==> config.mk <==
export PLATFORM = sky130hd
export DESIGN_NAME = gpfc_agent
export DESIGN_NICKNAME = d
export VERILOG_FILES = /design/src/verilog/gpfc_pkg.sv /design/src/verilog/gpfc_frame_rx.sv /design/src/verilog/gpfc_cmd_fifo.sv /design/src/verilog/gpfc_pause_table.sv /design/src/verilog/gpfc_agent.sv
export SDC_FILE = /design/constraint.sdc
export NUM_CORES = 2
export LEC_CHECK = 0
export ABC_AREA = 1
export BUFFER_PORTS_ARGS = -buffer_cell sky130_fd_sc_hd__buf_4
export CAP_MARGIN = 20
export CORE_MARGIN = 1.5
export CORE_UTILIZATION = 38
export DETAILED_ROUTE_END_ITERATION = 12
export SYNTH_ARGS = -nofsm -noshare
export SYNTH_HDL_FRONTEND = slang
export SYNTH_SLANG_ARGS = --single-unit
==> constraint.sdc <==
create_clock -name clk -period 37.3 [get_ports clk]
set_input_delay 3.73 -clock clk [delete_from_list [all_inputs] [get_ports clk]]
set_output_delay 3.73 -clock clk [all_outputs]
set_load 0.005 [all_outputs]
==> src/verilog/gpfc_pkg.sv <==
package gpfc_pkg;

    ///////////////////////////////////////////////////////////////////////
    // switch and frame dimensions
    ///////////////////////////////////////////////////////////////////////

    // four network ports plus the cpu port
    localparam int PORT_NUM         = 5;
    localparam int TC_NUM           = 8;
    localparam int BEAT_WIDTH       = 256;
    localparam int PAUSE_TIME_WIDTH = 16;
    localparam int PAUSE_RANK_WIDTH = 16;
    localparam int PORT_IDX_WIDTH   = 3;

    // mac control ethertype and the gpfc opcode we accept
    localparam logic [15:0] ETHER_TYPE_PAUSE = 16'h8808;
    localparam logic [15:0] GPFC_OPCODE      = 16'h0101;

    ///////////////////////////////////////////////////////////////////////
    // pause frame beats
    ///////////////////////////////////////////////////////////////////////

    // first beat of a frame
    typedef struct packed {
        logic [47:0]        dmac;
        logic [47:0]        smac;
        logic [15:0]        ether_type;
        logic [15:0]        opcode;
        logic [TC_NUM-1:0]  class_vector;
        logic [119:0]       reserved;
    } pf_head_t;

    // second beat, times first then ranks
    typedef struct packed {
        logic [TC_NUM-1:0][PAUSE_TIME_WIDTH-1:0] pause_time;
        logic [TC_NUM-1:0][PAUSE_RANK_WIDTH-1:0] pause_rank;
    } pf_body_t;

    // the same data word, read by beat position
    typedef union packed {
        pf_head_t head;
        pf_body_t body;
    } pf_beat_u;

    ///////////////////////////////////////////////////////////////////////
    // internal transfers and status
    ///////////////////////////////////////////////////////////////////////

    // one decoded pause command
    typedef struct packed {
        logic [PORT_IDX_WIDTH-1:0]               port;
        logic [TC_NUM-1:0]                       class_vector;
        logic [TC_NUM-1:0][PAUSE_TIME_WIDTH-1:0] pause_time;
        logic [TC_NUM-1:0][PAUSE_RANK_WIDTH-1:0] pause_rank;
    } pause_cmd_t;

    // wishbone master to slave
    typedef struct packed {
        logic                  cyc;
        logic                  stb;
        logic                  we;
        logic [BEAT_WIDTH-1:0] dat;
    } wb_m2s_t;

    // pause state of one port
    typedef struct packed {
        logic [TC_NUM-1:0]                       pause_vector;
        logic [TC_NUM-1:0][PAUSE_RANK_WIDTH-1:0] pause_rank;
    } port_pause_t;

endpackage

==> src/verilog/gpfc_frame_rx.sv <==
`timescale 1ns/1ps

module gpfc_frame_rx
    import gpfc_pkg::*;
(
    input  logic       clk,
    input  logic       rstn,
    input  wb_m2s_t    wb_in,
    input  logic [7:0] ingress_port,
    output logic       wb_ack,
    input  logic       full,
    output logic       push,
    output pause_cmd_t cmd
);

    localparam logic ST_HEAD = 1'b0;
    localparam logic ST_BODY = 1'b1;

    logic                      state;
    pf_beat_u                  beat;
    pf_head_t                  head_q;
    logic                      beat_req;
    logic                      accept;
    logic                      frame_ok;
    logic [PORT_IDX_WIDTH-1:0] port_idx;

    // one data word, viewed as header or body by state
    assign beat = wb_in.dat;

    // ack is registered, so a beat is not taken again while ack is out
    assign beat_req = wb_in.cyc & wb_in.stb & wb_in.we & ~wb_ack;

    // body beat waits while the command buffer is full
    assign accept = beat_req & ((state == ST_HEAD) | ~full);

    assign frame_ok = (head_q.ether_type == ETHER_TYPE_PAUSE) &&
                      (head_q.opcode == GPFC_OPCODE);

    ///////////////////////////////////////////////////////////////////////
    // ingress port decode
    ///////////////////////////////////////////////////////////////////////

    // network ports sit on the even bits, anything else is the cpu
    always_comb
    begin
        case (ingress_port)
            8'b0000_0001:
                port_idx = PORT_IDX_WIDTH'(0);
            8'b0000_0100:
                port_idx = PORT_IDX_WIDTH'(1);
            8'b0001_0000:
                port_idx = PORT_IDX_WIDTH'(2);
            8'b0100_0000:
                port_idx = PORT_IDX_WIDTH'(3);
            default:
                port_idx = PORT_IDX_WIDTH'(4);
        endcase
    end

    ///////////////////////////////////////////////////////////////////////
    // beat FSM and handshake
    ///////////////////////////////////////////////////////////////////////

    always_ff @(posedge clk)
    begin
        if (!rstn)
        begin
            state  <= ST_HEAD;
            wb_ack <= 1'b0;
            push   <= 1'b0;
        end
        else
        begin
            wb_ack <= accept;
            // bad type or opcode is acked but never queued
            push   <= accept & (state == ST_BODY) & frame_ok;
            if (accept)
            begin
                state <= ~state;
            end
            else if (!wb_in.cyc)
            begin
                // aborted cycle, next beat is a header again
                state <= ST_HEAD;
            end
        end
    end

    // header and command registers
    always_ff @(posedge clk)
    begin
        if (accept && state == ST_HEAD)
        begin
            head_q <= beat.head;
        end
        if (accept && state == ST_BODY)
        begin
            cmd.port         <= port_idx;
            cmd.class_vector <= head_q.class_vector;
            cmd.pause_time   <= beat.body.pause_time;
            cmd.pause_rank   <= beat.body.pause_rank;
        end
    end

endmodule

==> src/verilog/gpfc_cmd_fifo.sv <==
`timescale 1ns/1ps

module gpfc_cmd_fifo
    import gpfc_pkg::*;
#(
    parameter int FIFO_DEPTH = 4
)
(
    input  logic       clk,
    input  logic       rstn,
    input  logic       push,
    input  pause_cmd_t cmd,
    output logic       full,
    input  logic       pop,
    output pause_cmd_t head,
    output logic       empty
);

    localparam int ADDR_WIDTH = $clog2(FIFO_DEPTH);

    pause_cmd_t            mem [FIFO_DEPTH];
    logic [ADDR_WIDTH-1:0] wr_ptr;
    logic [ADDR_WIDTH-1:0] rd_ptr;
    // one extra bit so a full buffer is told apart from an empty one
    logic [ADDR_WIDTH:0]   count;
    logic                  do_push;
    logic                  do_pop;

    assign full  = (count == (ADDR_WIDTH+1)'(FIFO_DEPTH));
    assign empty = (count == '0);

    assign do_push = push & ~full;
    assign do_pop  = pop & ~empty;

    // oldest command is always visible
    assign head = mem[rd_ptr];

    ///////////////////////////////////////////////////////////////////////
    // pointers and occupancy
    ///////////////////////////////////////////////////////////////////////

    always_ff @(posedge clk)
    begin
        if (!rstn)
        begin
            wr_ptr <= '0;
            rd_ptr <= '0;
            count  <= '0;
        end
        else
        begin
            if (do_push)
            begin
                wr_ptr <= wr_ptr + 1'b1;
            end
            if (do_pop)
            begin
                rd_ptr <= rd_ptr + 1'b1;
            end
            // simultaneous push and pop leaves the count alone
            if (do_push && !do_pop)
            begin
                count <= count + 1'b1;
            end
            else if (do_pop && !do_push)
            begin
                count <= count - 1'b1;
            end
        end
    end

    // storage
    always_ff @(posedge clk)
    begin
        if (do_push)
        begin
            mem[wr_ptr] <= cmd;
        end
    end

endmodule

==> src/verilog/gpfc_pause_table.sv <==
`timescale 1ns/1ps

module gpfc_pause_table
    import gpfc_pkg::*;
(
    input  logic                       clk,
    input  logic                       rstn,
    input  pause_cmd_t                 head,
    input  logic                       empty,
    output logic                       pop,
    output port_pause_t [PORT_NUM-1:0] pause_status
);

    localparam int TC_IDX_WIDTH = $clog2(TC_NUM);

    // frame quantum is 64 bytes, one cycle moves 32, hence one extra bit
    logic [PAUSE_TIME_WIDTH:0]   timer [PORT_NUM][TC_NUM];
    logic [PAUSE_RANK_WIDTH-1:0] rank  [PORT_NUM][TC_NUM];

    logic [TC_NUM-1:0]       done_mask;
    logic [TC_NUM-1:0]       pending;
    logic [TC_NUM-1:0]       cur_onehot;
    logic [TC_NUM-1:0]       remaining;
    logic [TC_IDX_WIDTH-1:0] cur_tc;
    logic                    wr_en;

    ///////////////////////////////////////////////////////////////////////
    // class cursor over the head command
    ///////////////////////////////////////////////////////////////////////

    // classes of the head command not yet written
    assign pending = empty ? '0 : (head.class_vector & ~done_mask);

    // lowest pending class goes first
    always_comb
    begin
        cur_tc = '0;
        for (int i = TC_NUM - 1; i >= 0; i--)
        begin
            if (pending[i])
            begin
                cur_tc = TC_IDX_WIDTH'(i);
            end
        end
    end

    assign cur_onehot = TC_NUM'(1) << cur_tc;
    assign remaining  = pending & ~cur_onehot;
    assign wr_en      = |pending;

    // an empty vector still spends its one cycle at the head
    assign pop = ~empty & (remaining == '0);

    always_ff @(posedge clk)
    begin
        if (!rstn)
        begin
            done_mask <= '0;
        end
        else if (pop)
        begin
            done_mask <= '0;
        end
        else if (wr_en)
        begin
            done_mask <= done_mask | cur_onehot;
        end
    end

    ///////////////////////////////////////////////////////////////////////
    // timers and ranks
    ///////////////////////////////////////////////////////////////////////

    always_ff @(posedge clk)
    begin
        if (!rstn)
        begin
            for (int p = 0; p < PORT_NUM; p++)
            begin
                for (int t = 0; t < TC_NUM; t++)
                begin
                    timer[p][t] <= '0;
                    rank[p][t]  <= '0;
                end
            end
        end
        else
        begin
            for (int p = 0; p < PORT_NUM; p++)
            begin
                for (int t = 0; t < TC_NUM; t++)
                begin
                    if (wr_en && head.port == p && cur_tc == t)
                    begin
                        timer[p][t] <= {head.pause_time[t], 1'b0};
                        // time zero releases the class right away
                        rank[p][t]  <= (head.pause_time[t] == '0) ? '0 : head.pause_rank[t];
                    end
                    else if (timer[p][t] != '0)
                    begin
                        // counts down and holds at zero
                        timer[p][t] <= timer[p][t] - 1'b1;
                        if (timer[p][t] == (PAUSE_TIME_WIDTH+1)'(1))
                        begin
                            rank[p][t] <= '0;
                        end
                    end
                end
            end
        end
    end

    // status view, a class is paused while its timer runs
    always_comb
    begin
        for (int p = 0; p < PORT_NUM; p++)
        begin
            for (int t = 0; t < TC_NUM; t++)
            begin
                pause_status[p].pause_vector[t] = (timer[p][t] != '0);
                pause_status[p].pause_rank[t]   = rank[p][t];
            end
        end
    end

endmodule

==> src/verilog/gpfc_agent.sv <==
`timescale 1ns/1ps

module gpfc_agent
    import gpfc_pkg::*;
#(
    parameter int FIFO_DEPTH = 4
)
(
    input  logic                       clk,
    input  logic                       rstn,
    input  wb_m2s_t                    wb_in,
    input  logic [7:0]                 ingress_port,
    output logic                       wb_ack,
    output port_pause_t [PORT_NUM-1:0] pause_status
);

    // receiver to buffer
    logic       push;
    logic       full;
    pause_cmd_t cmd;

    // buffer to pause table
    logic       pop;
    logic       empty;
    pause_cmd_t head;

    gpfc_frame_rx u_frame_rx (
        .clk          (clk),
        .rstn         (rstn),
        .wb_in        (wb_in),
        .ingress_port (ingress_port),
        .wb_ack       (wb_ack),
        .full         (full),
        .push         (push),
        .cmd          (cmd)
    );

    gpfc_cmd_fifo #(
        .FIFO_DEPTH (FIFO_DEPTH)
    ) u_cmd_fifo (
        .clk   (clk),
        .rstn  (rstn),
        .push  (push),
        .cmd   (cmd),
        .full  (full),
        .pop   (pop),
        .head  (head),
        .empty (empty)
    );

    gpfc_pause_table u_pause_table (
        .clk          (clk),
        .rstn         (rstn),
        .head         (head),
        .empty        (empty),
        .pop          (pop),
        .pause_status (pause_status)
    );

endmodule

# --- Word-level counts from Yosys, hierarchy flattened ---
# Memories as Yosys holds them, arrays and structs flattened. A register that Yosys moved wholly into a read port is not among the register bits.
# Index checks and enable logic that the tools add are counted.
# W data, S select, Z words.
word_totals:
  romBits: 0
  memories: 3
  elab_cells: 1089
  ram_bits: 2388
  ff_bits: 325
  latchBits: 0
op_classes:
  shifts: 1
  n_mux: 667
  n_eq_ne: 59
  div: 0
  reduce_logical: 107
  add_sub_neg: 44
  n_lt_le_gt_ge: 0
  multipliers: 0
  bitwise_logic: 180
memory_table:
  columns: ["name", "words", "word_bits", "read_ports", "rd_ports_with_merged_regs", "write_ports", "line", "text"]
  rows:
  - ["u_cmd_fifo.mem", 4, 267, 1, 1, 1, "gpfc_cmd_fifo.sv:21", "pause_cmd_t mem [FIFO_DEPTH];"]
  - ["u_pause_table.timer", 5, 136, 5, 0, 5, "gpfc_pause_table.sv:17", "logic [PAUSE_TIME_WIDTH:0] timer [PORT_NUM][TC_NUM];"]
  - ["u_pause_table.rank", 5, 128, 5, 0, 5, "gpfc_pause_table.sv:18", "logic [PAUSE_RANK_WIDTH-1:0] rank [PORT_NUM][TC_NUM];"]
ops:
  columns: ["operator", "n"]
  rows:
  - ["$mux W16", 88]
  - ["$mux W17", 80]
  - ["$eq A17 B1 Y1 const B", 40]
  - ["$reduce_bool A17 Y1", 40]
  - ["$sub A17 B1 Y17 const B", 40]
  - ["$mux W1", 485]
  - ["$or A1 B1 Y1", 161]
  - ["$logic_not A16 Y1", 8]
  - ["$logic_and A1 B1 Y1", 50]
  - ["$mux W3", 10]
  - ["$eq A3 B3 Y1 const B", 6]
  - ["$and A8 B8 Y8", 2]
  - ["$eq A16 B16 Y1 const B", 1]
  - ["$eq A16 B9 Y1 const B", 1]
  - ["$not A8 Y8", 2]
  - ["$eq A3 B2 Y1 const B", 4]
  - ["$pmux W3 S4", 1]
  - ["$and A1 B1 Y1", 9]
  - ["$logic_not A3 Y1", 3]
  - ["$eq A8 B1 Y1 const B", 1]
  - ["$eq A8 B3 Y1 const B", 1]
  - ["$eq A8 B5 Y1 const B", 1]
  - ["$eq A8 B7 Y1 const B", 1]
  - ["$logic_not A8 Y1", 1]
  - ["other kinds (14)", 22]

# --- Logic depth before layout (Yosys ltp) ---
depth:
  depth_word: 20
  depth_mapped: 25

# --- Cells and area by module ---
# Synthesis repeated with hierarchy kept, for this count alone.
hier_totals:
  hier_cells: 9823
  area_unflattened_um2: 115304.3
modules_own_cells:
  columns: ["module", "n_inst", "area_per_inst_um2", "seq_area_each_um2", "cells_per_inst"]
  rows:
  - ["gpfc_pause_table", 1, 65954.5, 39798.2, 6781]
  - ["gpfc_cmd_fifo", 1, 39706.8, 32250.9, 2652]
  - ["gpfc_frame_rx", 1, 9643.0, 9278.9, 390]

# --- Least setup slack after synthesis ---
# No wires, ideal clock.
synth_path:
  path_type: "input port to flip-flop"
  start: "input port wb_in[256] (netlist name)"
  end: "register u_frame_rx.cmd[0] (netlist name)"
  cell_stages: 4
  arrival_time_ps: 15125
  required_time_ps: 36397
  setup_time_ps: 903
  setup_slack_ps: 21272
  cell_sequence: "nand3b_1 -> nor2_1 -> o21ai_0 -> nor2_1"
synth_between:
  elab_chain_cells: 4
synth_lines:
  columns: ["element", "line", "text"]
  rows:
  - ["from (decl)", "gpfc_agent.sv:11", "input wb_m2s_t wb_in,"]
  - ["$and A1 B1 Y1 (2 in series)", "gpfc_frame_rx.sv:31", "assign beat_req = wb_in.cyc & wb_in.stb & wb_in.we & ~wb_ack;"]
  - ["$and A1 B1 Y1", "gpfc_frame_rx.sv:34", "assign accept = beat_req & ((state == ST_HEAD) | ~full);"]
  - ["$logic_and A1 B1 Y1", "gpfc_frame_rx.sv:96", "if (accept && state == ST_BODY)"]
# No other way between the ends.
# A chain may end at the register's enable or synchronous reset.

==> impl_metrics.json <==
{
  "cts_made_buffers": 296,
  "die_w_um": 552,
  "cp.required_ps": 33570,
  "finalSetupViolations": 0,
  "fp.coreArea_mm2": 0.300,
  "syn_avg_cell_area_um2": 12.0,
  "hold_path.class": "flop to flop",
  "yosys-top-cells-count": "edfxtp_1, nor2_1, nand2_1",
  "rsz0062_at_grt": "false",
  "fillers": 26900,
  "synth_most_common_cell": "edfxtp_1",
  "whs_ps": 420,
  "clockBufferDepth": 4,
  "place.gp.congestion": 0.875,
  "async_reset_ff_share_pct": 0,
  "synth_area_leaders": "edfxtp_1, nor2_1, nand2_1, o21ai_0, inv_1",
  "die_h_um": 552,
  "ios": 950,
  "holdCritStartpoint": "u_frame_rx.head_q[122]",
  "end_kind": "output pin",
  "syn_inst": 9520,
  "rows": 201,
  "grt_overflow": 0,
  "area_delta_synth_final_pct": 18.9,
  "hold_end": "u_frame_rx.cmd[258]",
  "vias": 77200,
  "period_share_pct": 18.9,
  "fmaxAchievable_ghz": 0.142,
  "maxCapViolCount": 0,
  "wl_per_cell_um": 22.1,
  "hold_viol_final": 0,
  "period_needed_ps": 7040,
  "drt-vias-per-instance": 5.24,
  "cts_tree": "built",
  "wl_um": 325000,
  "remaining_drc_errors": 0,
  "final_cell_area_mm2": 0.136,
  "synth_flop_cell": "edfxtp_1",
  "insertion_delay_ps": 910,
  "clk_pin_slew_ps": 60,
  "cts_hold_buf": 0,
  "port_buffers": 949,
  "nets": 10900,
  "drtAntennaViolNets": 0,
  "yosysTopAreaCellShare_pct": 70.8,
  "cp_max_fo": 5,
  "cts-root-buf": "clkbuf_16",
  "power.leakage_nw": 52.3,
  "ys_ff_latch": 2715,
  "tns_ps": 0,
  "syn_area_mm2": 0.114,
  "path_cells": "inv_1, ha_1, nand2_1, nor3_1, nand3_1, nor3_1, nand2_1, buf_4",
  "drive_above_1_share_pct": 15.2,
  "grt_pass1_wl_um": 472000,
  "crit_slowest_cell": "edfxtp_1",
  "drv_slew": 0,
  "syn_nets": 9875,
  "arrival_ps": 3310,
  "antenna_found_initial": 34,
  "min_delay_path_depth": 0,
  "outcome": "finished clean",
  "track_usage_pct": 20.6,
  "r2r_slack_ps": 31470,
  "p_per_area_mw_per_mm2": 71.8,
  "dp.cells": 14200,
  "cp-startpoint": "u_pause_table.timer[0][221]",
  "multiInputGateArea_mm2": 0.0290,
  "start_util_pct": 38.2,
  "dpl_cell_area_mm2": 0.126,
  "first_pass_iters": 6,
  "synth_seq_area_share_pct": 71.1,
  "fin_cells": 14700,
  "skew_ps": 60.8,
  "synth_cell_types": 57,
  "regArea_mm2": 0.0813,
  "critPathKind": "flop to output pin",
  "dieArea_mm2": 0.304,
  "yosys.area.top_type": "edfxtp_1",
  "worst_pin_slew_ps": 1120,
  "critical_path.max_stage_delay_ps": 460,
  "relSlewSlack_pct": 25.3,
  "ff2ff_path_depth": 15,
  "grt_pass1_vias": 74200,
  "cts_resized": 0,
  "grt_max_degree": 144,
  "ys_warn_count": 0,
  "cts_setup_buffers": 0,
  "irDropWorstVdd_mv": 0.0602,
  "first_iter_violations": 6851,
  "hpwl_um": 212000,
  "start_kind": "flop",
  "cts_sinks": 2715,
  "power_mw": 9.77,
  "cts_max_level": 5,
  "synth-edff-count": 2695,
  "r2r-end": "u_pause_table.timer[0][600]"
}
[layer usage]
layer	GRT usage (%)	routed length (um)	vias up
met5	0	184	-
met3	3.90	22800	486
met2	35.1	160000	2641
li1	-	-	35700
met4	5.73	7910	28
met1	26.7	135000	38300
[sequential cells by signal, summed over array words and instances, names as in the netlist, named ones only]
| register | flops |
|---|---|
| u_pause_table.rank | 640 |
| u_cmd_fifo.rd_ptr | 2 |
| u_frame_rx.head_q | 40 |
| u_pause_table.timer | 680 |
| u_cmd_fifo.wr_ptr | 2 |
| u_frame_rx.state | 1 |
| u_pause_table.done_mask | 8 |
| u_cmd_fifo.count | 3 |
| u_cmd_fifo.mem | 1068 |
| u_frame_rx.push | 1 |
| u_frame_rx.cmd | 267 |
| u_frame_rx.wb_ack | 1 |
[layout make-up]
| cell class | instances | area share [%] |
|---|---|---|
| multi-input cells | 5717 | 21.3 |
| clock inverters | 180 | 1.40 |
| repair buffers | 1060 | 6.12 |
| clock buffers | 352 | 5.61 |
| inverters | 745 | 2.07 |
| well taps | 3958 | 3.64 |
| diodes | 18 | 0.0331 |
| flip-flops and latches | 2715 | 59.8 |
[cell usage in the layout (no fill, tap or decap), drive strengths merged, types with 25 or more instances in the layout]
master,count
nor2,1630
ha,85
xnor2,232
clkbuf,352
buf,1060
a32oi,93
a21oi,163
o22ai,327
edfxtp,2695
nand2,1395
o21ai,884
nor3,135
inv,760
clkinv,124
nor4,92
xor2,220
nand4,90
bufinv,25
nand3,207
[through the flow]
step,utilization [%],setup WS (ps)
global placement,42.1,30190
detailed placement,42.1,30110
global route,45.4,29980
floorplan,-,21270
finish,45.4,30260
CTS,45.3,30230
[worst max path at each step]
stage | to | slack, ps | depth (start not counted)
CTS | pause_status[266] | 30230 | 8
global route | pause_status[266] | 29980 | 8
detailed placement | u_frame_rx.cmd[163] | 30110 | 8
global placement | u_frame_rx.cmd[163] | 30190 | 8
floorplan | u_frame_rx.cmd[0] | 21270 | 4
finish | pause_status[266] | 30260 | 8
[where the power goes]
part	total [mW]	internal [mW]	switching (mW)
Clock	2.90	1.66	1.25
Combinational	2.75	0.893	1.86
Sequential	4.11	3.84	0.267
Total	9.77	6.39	3.37
[logic make-up (layout without fill, tap and decap cells)]
| kind of cell | after synthesis | in the layout | share of synthesized area [%] |
|---|---|---|---|
| AO/OA/AOI/OAI | 1567 | 1567 | 7.79 |
| XOR/XNOR | 452 | 452 | 3.46 |
| adder cells (fa/ha/maj) | 87 | 87 | 0.956 |
| buffers and inverters | 1088 | 2337 | 3.70 |
| flip-flops | 2715 | 2715 | 71.1 |
| other | 0 | 18 | 0 |
| AND/OR/NAND/NOR | 3611 | 3611 | 13.0 |
[worst max-delay path, delay by kind of cell, from the launching register on]
kind          cells  cell delay [ps]
fa+ha+maj         1              210
flops             1              460
buf+inv           2              400
simple gates      5             1340
(Power assumes the default switching activity.)
